File: src/hw/ahb_pkg.sv
// ----------------------------------------------------------------------
// AHB protocol widths, bus word types and HTRANS transfer codes
// ----------------------------------------------------------------------

package ahb_pkg;

  // ----------------------------------------------------------------------
  // Bus widths
  // ----------------------------------------------------------------------
  localparam int AHB_ADDR_W = 32;                 // HADDR width
  localparam int AHB_DATA_W = 32;                 // HWDATA width

  typedef logic [AHB_ADDR_W-1:0] haddr_t;         // Address word
  typedef logic [AHB_DATA_W-1:0] hwdata_t;        // Write data word
  typedef logic [1:0]            htrans_t;        // Transfer type
  typedef logic [2:0]            hsize_t;         // Transfer size
  typedef logic [3:0]            hmaster_t;       // Master ID

  // ----------------------------------------------------------------------
  // HTRANS codes
  // ----------------------------------------------------------------------
  // Bit 1 high marks a transfer the slave must act on
  localparam htrans_t HTRANS_IDLE   = 2'b00;      // No transfer
  localparam htrans_t HTRANS_BUSY   = 2'b01;      // Burst pause
  localparam htrans_t HTRANS_NONSEQ = 2'b10;      // First beat or single
  localparam htrans_t HTRANS_SEQ    = 2'b11;      // Following burst beat

endpackage

File: src/hw/mtx_pkg.sv
// ----------------------------------------------------------------------
// Bus matrix port count, port index type and idle-port code
// ----------------------------------------------------------------------

package mtx_pkg;

  // ----------------------------------------------------------------------
  // Input port numbering
  // ----------------------------------------------------------------------
  localparam int MTX_PORTS = 3;                   // Bus-switch inputs sharing the slave

  // Index 0 is the highest priority input
  typedef logic [1:0] port_idx_t;                 // Input port index

  // Spare code of the index, no input owns the slave
  localparam port_idx_t PORT_NONE = 2'd3;

endpackage

File: src/hw/ahb_out_addr_mux.sv
// ----------------------------------------------------------------------
// Address-phase mux of the shared slave port and per-port active decode
// ----------------------------------------------------------------------

`timescale 1ns/1ns

module ahb_out_addr_mux
  import ahb_pkg::*, mtx_pkg::*;
(
  input  port_idx_t i_addr_port,                  // Address-phase grant
  input  logic      i_sel      [MTX_PORTS],       // Per-port HSEL
  input  haddr_t    i_addr     [MTX_PORTS],       // Per-port HADDR
  input  htrans_t   i_trans    [MTX_PORTS],       // Per-port HTRANS
  input  logic      i_write    [MTX_PORTS],       // Per-port HWRITE
  input  hsize_t    i_size     [MTX_PORTS],       // Per-port HSIZE
  input  hmaster_t  i_master   [MTX_PORTS],       // Per-port HMASTER
  input  logic      i_mastlock [MTX_PORTS],       // Per-port HMASTLOCK
  output logic      o_active   [MTX_PORTS],       // Port owns address phase
  output logic      o_hselm,                      // Slave select
  output haddr_t    o_haddrm,                     // Slave address
  output htrans_t   o_htransm,                    // Slave transfer type
  output logic      o_hwritem,                    // Slave direction
  output hsize_t    o_hsizem,                     // Slave transfer size
  output hmaster_t  o_hmasterm,                   // Slave master ID
  output logic      o_hmastlockm                  // Slave locked transfer
);

  // ----------------------------------------------------------------------
  // Active decode
  // ----------------------------------------------------------------------
  // PORT_NONE matches no index, all flags stay low
  always_comb
  begin
    for (int i = 0; i < MTX_PORTS; i++)
      o_active[i] = (i_addr_port == port_idx_t'(i));  // One-hot grant
  end

  // ----------------------------------------------------------------------
  // Address and control mux
  // ----------------------------------------------------------------------
  always_comb
  begin
    o_hselm      = 1'b0;                          // Idle bus by default
    o_haddrm     = '0;
    o_htransm    = HTRANS_IDLE;
    o_hwritem    = 1'b0;
    o_hsizem     = '0;
    o_hmasterm   = '0;
    o_hmastlockm = 1'b0;
    for (int i = 0; i < MTX_PORTS; i++)
    begin
      if (o_active[i])                            // Granted port only
      begin
        o_hselm      = i_sel[i];
        o_haddrm     = i_addr[i];
        o_htransm    = i_trans[i];
        o_hwritem    = i_write[i];
        o_hsizem     = i_size[i];
        o_hmasterm   = i_master[i];
        o_hmastlockm = i_mastlock[i];
      end
    end
  end

endmodule

File: src/hw/ahb_out_arb.sv
// ----------------------------------------------------------------------
// Fixed-priority arbiter for the shared slave port
// Holds the grant through locked sequences, grant is registered
// ----------------------------------------------------------------------

`timescale 1ns/1ns

module ahb_out_arb
  import ahb_pkg::*, mtx_pkg::*;
(
  input  logic      i_hclk,                       // AHB clock
  input  logic      i_hresetn,                    // Sync reset, active low
  input  logic      i_req [MTX_PORTS],            // Per-port request
  input  logic      i_hready,                     // Muxed HREADY
  input  logic      i_hsel,                       // Muxed HSEL
  input  htrans_t   i_htrans,                     // Muxed HTRANS
  input  logic      i_hmastlock,                  // Muxed HMASTLOCK
  output port_idx_t o_addr_port                   // Address-phase grant
);

  // ----------------------------------------------------------------------
  // Request priority
  // ----------------------------------------------------------------------
  port_idx_t prio_port;                           // Winning requester
  port_idx_t grant_q;                             // Registered grant
  logic      lock_q;                              // Locked sequence seen
  logic      lock_d;                              // Next lock flag
  logic      hlock_arb;                           // Masked lock for hold

  // Scan from the top so the lowest index wins
  always_comb
  begin
    prio_port = PORT_NONE;                        // Default no requester
    for (int i = MTX_PORTS - 1; i >= 0; i--)
    begin
      if (i_req[i])
        prio_port = port_idx_t'(i);               // Lower index overrides
    end
  end

  // ----------------------------------------------------------------------
  // Lock tracking
  // ----------------------------------------------------------------------
  // A master may leave this slave in mid-sequence with HSEL low while
  // still asserting HMASTLOCK, the flag keeps the sequence owned here
  assign lock_d = (i_hsel && i_htrans[1] && i_hmastlock) ? 1'b1 :  // Locked beat starts
                  (!i_hmastlock)                          ? 1'b0 :  // Sequence over
                                                            lock_q; // Keep state

  assign hlock_arb = i_hmastlock & (lock_q | i_hsel);  // Lock only counts when ours

  // ----------------------------------------------------------------------
  // Grant register
  // ----------------------------------------------------------------------
  always_ff @(posedge i_hclk)
  begin
    if (!i_hresetn)
    begin
      grant_q <= PORT_NONE;                       // Nobody owns the slave
      lock_q  <= 1'b0;
    end
    else if (i_hready)                            // Only on completed beats
    begin
      lock_q <= lock_d;
      if (!hlock_arb)
        grant_q <= prio_port;                     // Re-arbitrate
    end
  end

  assign o_addr_port = grant_q;

endmodule

File: src/hw/ahb_out_data_stage.sv
// ----------------------------------------------------------------------
// Data-phase port and slave-select registers, HREADY mux, HWDATA mux
// ----------------------------------------------------------------------

`timescale 1ns/1ns

module ahb_out_data_stage
  import ahb_pkg::*, mtx_pkg::*;
(
  input  logic      i_hclk,                       // AHB clock
  input  logic      i_hresetn,                    // Sync reset, active low
  input  port_idx_t i_addr_port,                  // Address-phase grant
  input  logic      i_hselm,                      // Muxed HSEL
  input  logic      i_hreadyoutm,                 // Slave ready feedback
  input  hwdata_t   i_wdata [MTX_PORTS],          // Per-port HWDATA
  output logic      o_hreadymuxm,                 // Muxed HREADY
  output hwdata_t   o_hwdatam                     // Slave write data
);

  port_idx_t data_port_q;                         // Data-phase owner
  logic      slave_sel_q;                         // Slave in data phase
  logic      hready_mux;                          // Transfer completes

  // ----------------------------------------------------------------------
  // Ready generation
  // ----------------------------------------------------------------------
  // Unselected slave is never allowed to stall the bus
  assign hready_mux = slave_sel_q ? i_hreadyoutm : 1'b1;

  // Address phase moves into data phase on each completed beat
  always_ff @(posedge i_hclk)
  begin
    if (!i_hresetn)
    begin
      data_port_q <= PORT_NONE;                   // No write data owner
      slave_sel_q <= 1'b0;
    end
    else if (hready_mux)
    begin
      data_port_q <= i_addr_port;                 // Follow the grant
      slave_sel_q <= i_hselm;
    end
  end

  // ----------------------------------------------------------------------
  // Write data mux
  // ----------------------------------------------------------------------
  always_comb
  begin
    o_hwdatam = '0;                               // Zero under no owner
    for (int i = 0; i < MTX_PORTS; i++)
    begin
      if (data_port_q == port_idx_t'(i))
        o_hwdatam = i_wdata[i];
    end
  end

  assign o_hreadymuxm = hready_mux;

endmodule

File: src/hw/ahb_out_stage.sv
// ----------------------------------------------------------------------
// Bus matrix output stage, three input ports onto one slave port
// Joins arbiter, address-phase mux and data-phase stage
// ----------------------------------------------------------------------

`timescale 1ns/1ns

module ahb_out_stage
  import ahb_pkg::*, mtx_pkg::*;
(
  input  logic     HCLK,                          // AHB clock
  input  logic     HRESETn,                       // Sync reset, active low
  input  logic     i_sel       [MTX_PORTS],       // Per-port HSEL
  input  haddr_t   i_addr      [MTX_PORTS],       // Per-port HADDR
  input  htrans_t  i_trans     [MTX_PORTS],       // Per-port HTRANS
  input  logic     i_write     [MTX_PORTS],       // Per-port HWRITE
  input  hsize_t   i_size      [MTX_PORTS],       // Per-port HSIZE
  input  hmaster_t i_master    [MTX_PORTS],       // Per-port HMASTER
  input  logic     i_mastlock  [MTX_PORTS],       // Per-port HMASTLOCK
  input  hwdata_t  i_wdata     [MTX_PORTS],       // Per-port HWDATA
  input  logic     i_held_tran [MTX_PORTS],       // Per-port held transfer
  input  logic     i_hreadyoutm,                  // Slave ready feedback
  output logic     o_active    [MTX_PORTS],       // Port owns address phase
  output logic     o_hselm,                       // Slave select
  output haddr_t   o_haddrm,                      // Slave address
  output htrans_t  o_htransm,                     // Slave transfer type
  output logic     o_hwritem,                     // Slave direction
  output hsize_t   o_hsizem,                      // Slave transfer size
  output hmaster_t o_hmasterm,                    // Slave master ID
  output logic     o_hmastlockm,                  // Slave locked transfer
  output logic     o_hreadymuxm,                  // Muxed HREADY
  output hwdata_t  o_hwdatam                      // Slave write data
);

  logic      req [MTX_PORTS];                     // Arbiter requests
  port_idx_t addr_port;                           // Address-phase grant
  logic      hready_mux;                          // Completed beat

  // A port asks for the slave when it selects it with a pending transfer
  always_comb
  begin
    for (int i = 0; i < MTX_PORTS; i++)
      req[i] = i_sel[i] & i_held_tran[i];
  end

  // ----------------------------------------------------------------------
  // Arbiter, address mux, data stage
  // ----------------------------------------------------------------------
  ahb_out_arb i_ahb_out_arb (
    .i_hclk      (HCLK),
    .i_hresetn   (HRESETn),
    .i_req       (req),
    .i_hready    (hready_mux),
    .i_hsel      (o_hselm),                       // Lock logic sees muxed control
    .i_htrans    (o_htransm),
    .i_hmastlock (o_hmastlockm),
    .o_addr_port (addr_port)
  );

  ahb_out_addr_mux i_ahb_out_addr_mux (
    .i_addr_port  (addr_port),
    .i_sel        (i_sel),
    .i_addr       (i_addr),
    .i_trans      (i_trans),
    .i_write      (i_write),
    .i_size       (i_size),
    .i_master     (i_master),
    .i_mastlock   (i_mastlock),
    .o_active     (o_active),
    .o_hselm      (o_hselm),
    .o_haddrm     (o_haddrm),
    .o_htransm    (o_htransm),
    .o_hwritem    (o_hwritem),
    .o_hsizem     (o_hsizem),
    .o_hmasterm   (o_hmasterm),
    .o_hmastlockm (o_hmastlockm)
  );

  ahb_out_data_stage i_ahb_out_data_stage (
    .i_hclk       (HCLK),
    .i_hresetn    (HRESETn),
    .i_addr_port  (addr_port),
    .i_hselm      (o_hselm),
    .i_hreadyoutm (i_hreadyoutm),
    .i_wdata      (i_wdata),
    .o_hreadymuxm (hready_mux),
    .o_hwdatam    (o_hwdatam)
  );

  assign o_hreadymuxm = hready_mux;               // Also back to the arbiter

endmodule

File: config.mk
export PLATFORM = sky130hd
export DESIGN_NAME = ahb_out_stage
export DESIGN_NICKNAME = d
export VERILOG_FILES = /design/src/hw/ahb_pkg.sv /design/src/hw/mtx_pkg.sv /design/src/hw/ahb_out_addr_mux.sv /design/src/hw/ahb_out_arb.sv /design/src/hw/ahb_out_data_stage.sv /design/src/hw/ahb_out_stage.sv
export SDC_FILE = /design/constraint.sdc
export NUM_CORES = 1
export LEC_CHECK = 0
export BUFFER_PORTS_ARGS = -buffer_cell sky130_fd_sc_hd__buf_2
export CAP_MARGIN = 5
export CORE_AREA = 2 2 121 123
export CTS_CLUSTER_SIZE = 40
export DETAILED_ROUTE_END_ITERATION = 10
export DIE_AREA = 0 0 123 125
export PLACE_DENSITY_LB_ADDON = 0.2
export SLEW_MARGIN = 20
export SYNTH_ARGS = -nofsm -noshare
export SYNTH_HDL_FRONTEND = slang
export SYNTH_SLANG_ARGS = --single-unit
File: constraint.sdc
create_clock -name HCLK -period 4 [get_ports HCLK]
set_input_delay 0.6 -clock HCLK [delete_from_list [all_inputs] [get_ports HCLK]]
set_output_delay 0.6 -clock HCLK [all_outputs]
set_load 0.005 [all_outputs]
==> results.cfg, run 1 <==
[grt]
grt_pass1_wl_um = 15100
antenna_found_initial = 0
use_met1 = 0.117
first_global_vias = 3136
gr-total-overflow = 0
gr-usage-met2 = 0.258
grt_usage = 0.122
grt.met3_usage = 0.0315
busiest_layer = met2
grt_max_degree = 50

[setup_path]
path_delay_family = buffers and inverters
startpoint_type = register
slowest_delay_ns = 0.59
critPathKind = reg -> out
cp_max_fo = 44
cp.buffers_inverters = 2
cp-end-kind = output port
cp_data_required_time_ns = 3.40
worstPathArrival_ns = 1.98
crit_slowest_cell = buf_4
crit_chain = buf_4, mux2i_1, o2bb2ai_1, buf_2

[sta]
rsz0062_at_grt = no
whs_ns = 0.530
period_share = 0.644
worst_slew_pin_slew_ns = 0.988
max_freq_mhz = 388
skew_ns = 0.00357
hold_viol_final = 0
relSlewSlack = 0.340
drv_slew = 0
setup_viol = 0
min_period_ns = 2.58
finalSetupTns_ns = 0

[clocking]
h-tree-depth = 1
post_cts_buffers = 0
clk_root_buffer_cell = clkbuf_16
clkTransAtPathRegs_ns = 0.04
clock-sinks = 6
hold_buffers = 0
cts_buffers = 3
ctsLongestPathBuffers = 2
cts_tree = built
insertion_delay_ns = 0.23
post_cts_resized = 0

[logic_synthesis]
synth_cell_types = 25
synth_area_mm2 = 0.00187
ys_top_cells_by_area = mux2i_1 (41%), o21ai_1 (19%), nand2_1 (16%), dfxtp_1 (6.4%), clkbuf_1 (2.4%)
ys_warn_count = 0
avgSynthCellArea_um2 = 6.46
yosysTopAreaCell = mux2i_1
synth_top_area_frac = 0.408
ys.flop_type = dfxtp_1
syn_inst = 289
synth_edf_count = 0
yosysSeqAreaShare = 0.0643
syn_nets = 523
synth_most_common_cell = nand2_1
synth_seq_cells = 6
yosys-top-cells-count = nand2_1 (82), mux2i_1 (76), o21ai_1 (72)
async_reset_ff_frac = 0

[pwr]
p_leak_nw = 2.37
powerDensity_mw_per_mm2 = 176
peakVddDrop_mv = 0.0978

[job]
maxCapViolCount = 0

[layout]
layout.cells.non_filler = 766
layout-drive-gt1-share = 0.565
area_growth_pct = 95.2
n_antenna_cell = 0
final_area_mm2 = 0.00364
nets = 818
utilization = 0.257

[placement]
portBuffers = 313
dp_hpwl_um = 9460
dp.cells = 763
place_area_mm2 = 0.00357
place_congestion = 0.753

[route]
post_drt_wl_per_cell_um = 14.1
ant_nets = 0
first_pass_iters = 4
drc_errors = 0
wl_um = 10800
vias = 3196
vias_per_cell = 4.17
drtIter0Drc = 78

[floorplanning]
die_area_mm2 = 0.0154
row_count = 44
io-pin-count = 314
core_area_mm2 = 0.0142
start_util = 0.131
die_w_um = 123
fp.dieH_um = 125

[outcome]
status = finished clean

[hold_path]
min_path_type = reg -> reg
-- cell type report --
| class | count | area (um2) |
|---|---|---|
| clock buffers | 3 | 75.1 |
| fillers | 1633 | 10600 |
| inverters | 1 | 3.75 |
| multi-input cells | 255 | 1610 |
| flip-flops and latches | 6 | 124 |
| well taps | 184 | 230 |
| repair buffers | 317 | 1600 |
-- report_power, final --
part	switching (W)	internal, W	leakage [nW]	total, W
logic	0.000199	0.000213	2.29	0.000412
registers	0.00000406	0.0000649	0.0484	0.0000689
clock network	0.0000333	0.000128	0.0370	0.000162
-- per-stage QoR --
stage	power, W	setup WS, ns
global route	0.000695	1.26
finish	0.000642	1.42
detailed placement	0.000492	1.57
floorplan	0.000266	2.28
global placement	0.000487	1.62
CTS	0.000655	1.32
-- flip-flops by register name, indices dropped and copies added, names as in the netlist --
register and cells:
i_ahb_out_arb.lock_q 1, i_ahb_out_arb.o_addr_port 2, i_ahb_out_data_stage.slave_sel_q 1, i_ahb_out_data_stage.data_port_q 2
-- worst reg2reg max path: cells and delay by family, from the launching register on --
family | cells | cell delay (ns)
buf+inv | 1 | 0.59
mux | 2 | 0.57
flops | 1 | 0.43
compound gates | 2 | 0.39
-- placed cells by master (no fill, tap or decap), drive strengths merged, types with 2 or more instances in the layout --
cell,n
clkbuf,3
o2bb2ai,2
dfxtp,6
nor2b,4
nor2,3
nand2,82
buf,317
nand2b,2
mux2i,76
o21ai,76
nand3,3
-- worst paths after layout --
path                                                     end  slack (ns)                          from  cells after the start
worst min-delay path                    i_ahb_out_arb.lock_q        0.53          i_ahb_out_arb.lock_q                      2
worst max-delay path                            o_htransm[1]        1.42  i_ahb_out_arb.o_addr_port[1]                      4
worst max register to register  i_ahb_out_arb.o_addr_port[1]        1.90  i_ahb_out_arb.o_addr_port[1]                      5
worst min register to register          i_ahb_out_arb.lock_q        0.53          i_ahb_out_arb.lock_q                      2
-- layer usage --
metal  vias up  routed length, um
li1       1595                  -
met1      1399               3600
met2       194               5800
met3         8               1300
met4         0                 86
met5         -                  0
-- cell families (layout without fill, tap and decap cells) --
kind of cell,count (synthesis),count (layout),share of synthesized area
multiplexers,77,77,0.416
AO/OA/AOI/OAI,82,82,0.233
buffers and inverters,28,321,0.0777
flip-flops,6,6,0.0643
AND/OR/NAND/NOR,96,96,0.210
No activity file was read; power rests on OpenSTA's default activity.
==> inputs of run 2 (changes only) <==
==> constraint.sdc (replaced) <==
create_clock -name HCLK -period 2.3 [get_ports HCLK]
set_input_delay 0.345 -clock HCLK [delete_from_list [all_inputs] [get_ports HCLK]]
set_output_delay 0.345 -clock HCLK [all_outputs]
set_load 0.005 [all_outputs]
==> run 2 against run 1 <==
  * Clock power grew 73%
  * Setup slack worse by 1.1 ns
  * First-iteration DRC count fell by 13%
  * Clock skew decreased by 0.0014 ns
  * Utilization up 0.29 points
  * Total power is 76% higher
  * Routed wire length up 0.50%
  * Combinational power rose by 77%
  * Cell count increased by 0.26%
  * Sequential power increased by 77%
  * Global-route usage down 0.35 points
  * Largest cell class is now buffers
  * Largest power group unchanged
==> results.cfg, run 2 (same netlist as run 1, synthesis figures left out) <==
[outcome]
status = finished clean

[sta]
finalSetupTns_ns = 0
max_freq_mhz = 500
drv_slew = 0
setup_viol = 0
min_period_ns = 2.00
rsz0062_at_grt = no
hold_viol_final = 0
worst_slew_pin_slew_ns = 0.613
relSlewSlack = 0.590
skew_ns = 0.00222
period_share = 0.869

[route]
post_drt_wl_per_cell_um = 14.1
first_pass_iters = 4
drc_errors = 0
drtIter0Drc = 68
wl_um = 10800
ant_nets = 0
vias = 3184
vias_per_cell = 4.15

[clocking]
post_cts_resized = 0
insertion_delay_ns = 0.23
cts_buffers = 3
clock-sinks = 6
clk_root_buffer_cell = clkbuf_16
hold_buffers = 0
h-tree-depth = 1
clkTransAtPathRegs_ns = 0.03
cts_tree = built
post_cts_buffers = 0
ctsLongestPathBuffers = 2

[setup_path]
crit_slowest_cell = dfxtp_2
cp_max_fo = 50
crit_chain = buf_12, mux2i_1, o2bb2ai_1, buf_2
cp_data_required_time_ns = 1.96
reg2reg_slack_ns = 0.39
cp-end-kind = output port
worstPathArrival_ns = 1.65
slowest_delay_ns = 0.43
startpoint_type = register
critPathKind = reg -> out

[layout]
layout-drive-gt1-share = 0.567
n_antenna_cell = 0
num-fill-cells = 1588
final_common_cell = buf_2
seq_area_um2 = 124
area_growth_pct = 97.4
final_area_mm2 = 0.00368
multi_input_comb_area_mm2 = 0.00162
layout_common_cells = buf_2 (313), nand2_1 (82), mux2i_1 (76)
nets = 820

[placement]
place_congestion = 0.786
dp_hpwl_um = 9050
portBuffers = 313
place_area_mm2 = 0.00360

[floorplanning]
fp.dieH_um = 125
row_count = 44
die_w_um = 123
core_area_mm2 = 0.0142
die_area_mm2 = 0.0154
start_util = 0.131
io-pin-count = 314

[grt]
first_global_vias = 3033
grt_usage = 0.119
antenna_found_initial = 0
gr-total-overflow = 0
grt_pass1_wl_um = 14800
grt_max_degree = 51

[pwr]
swShare = 0.370
combPwrFrac = 0.645
p_leak_nw = 2.39
peakVddDrop_mv = 0.266
seqPwrFrac = 0.108
p_int_w = 0.000714
p_switching_w = 0.000419
powerDensity_mw_per_mm2 = 307
power.share.clock = 0.248

[hold_path]
min_path_type = in -> reg

[job]
maxCapViolCount = 0
==> run 2: per-layer routing <==
metal / track usage / share of wire / up-vias
met4: 0.0167 / 0.0080 / 0
met2: 0.241 / 0.52 / 206
met3: 0.0237 / 0.11 / 10
met5: 0 / 0 / -
li1: - / - / 1604
met1: 0.125 / 0.36 / 1364
==> run 2: area by class of cell <==
class	instances	area share
Clock buffer	3	0.0204
Tap cell	184	0.0625
Sequential cell	6	0.0336
Inverter	1	0.00102
Multi-Input combinational cell	256	0.440
Timing Repair Buffer	318	0.442
==> run 2: worst paths after layout <==
path	to	startpoint	depth (start not counted)
setup / recovery	o_htransm[1]	i_ahb_out_arb.o_addr_port[1]	4
hold / removal	i_ahb_out_data_stage.data_port_q[1]	HRESETn	2
hold reg to reg	i_ahb_out_data_stage.data_port_q[1]	i_ahb_out_data_stage.data_port_q[1]	2
setup reg to reg	i_ahb_out_arb.o_addr_port[1]	i_ahb_out_arb.o_addr_port[1]	5
==> run 2: power by group through the flow <==
| stage | sequential [W] | combinational, W | clock (W) |
|---|---|---|---|
| floorplan | 0.000117 | 0.000345 | 0 |
| global placement | 0.000120 | 0.000734 | 0 |
| detailed placement | 0.000120 | 0.000743 | 0 |
| CTS | 0.000119 | 0.000744 | 0.000289 |
| global route | 0.000123 | 0.000808 | 0.000300 |
| finish | 0.000122 | 0.000730 | 0.000281 |
==> run 2: per-stage QoR <==
| step | setup WS (ns) | cells | power, W | hold WS (ns) | utilization |
|---|---|---|---|---|---|
| after floorplan | 0.838 | 289 | 0.000462 | 0.417 | - |
| after global placement | 0.304 | 764 | 0.000854 | 0.495 | 0.253 |
| after detailed placement | 0.270 | 764 | 0.000863 | 0.502 | 0.253 |
| after CTS | 0.0250 | 767 | 0.00115 | 0.362 | 0.258 |
| after global routing | 0.203 | 768 | 0.00123 | 0.370 | 0.259 |
| final | 0.302 | 768 | 0.00113 | 0.372 | 0.259 |
==> run 2: critical path, delay by kind of cell, from the launching register on <==
| family | cells | cell delay (ns) |
|---|---|---|
| flops | 1 | 0.43 |
| compound gates | 1 | 0.32 |
| mux | 1 | 0.12 |
| buf+inv | 2 | 0.50 |
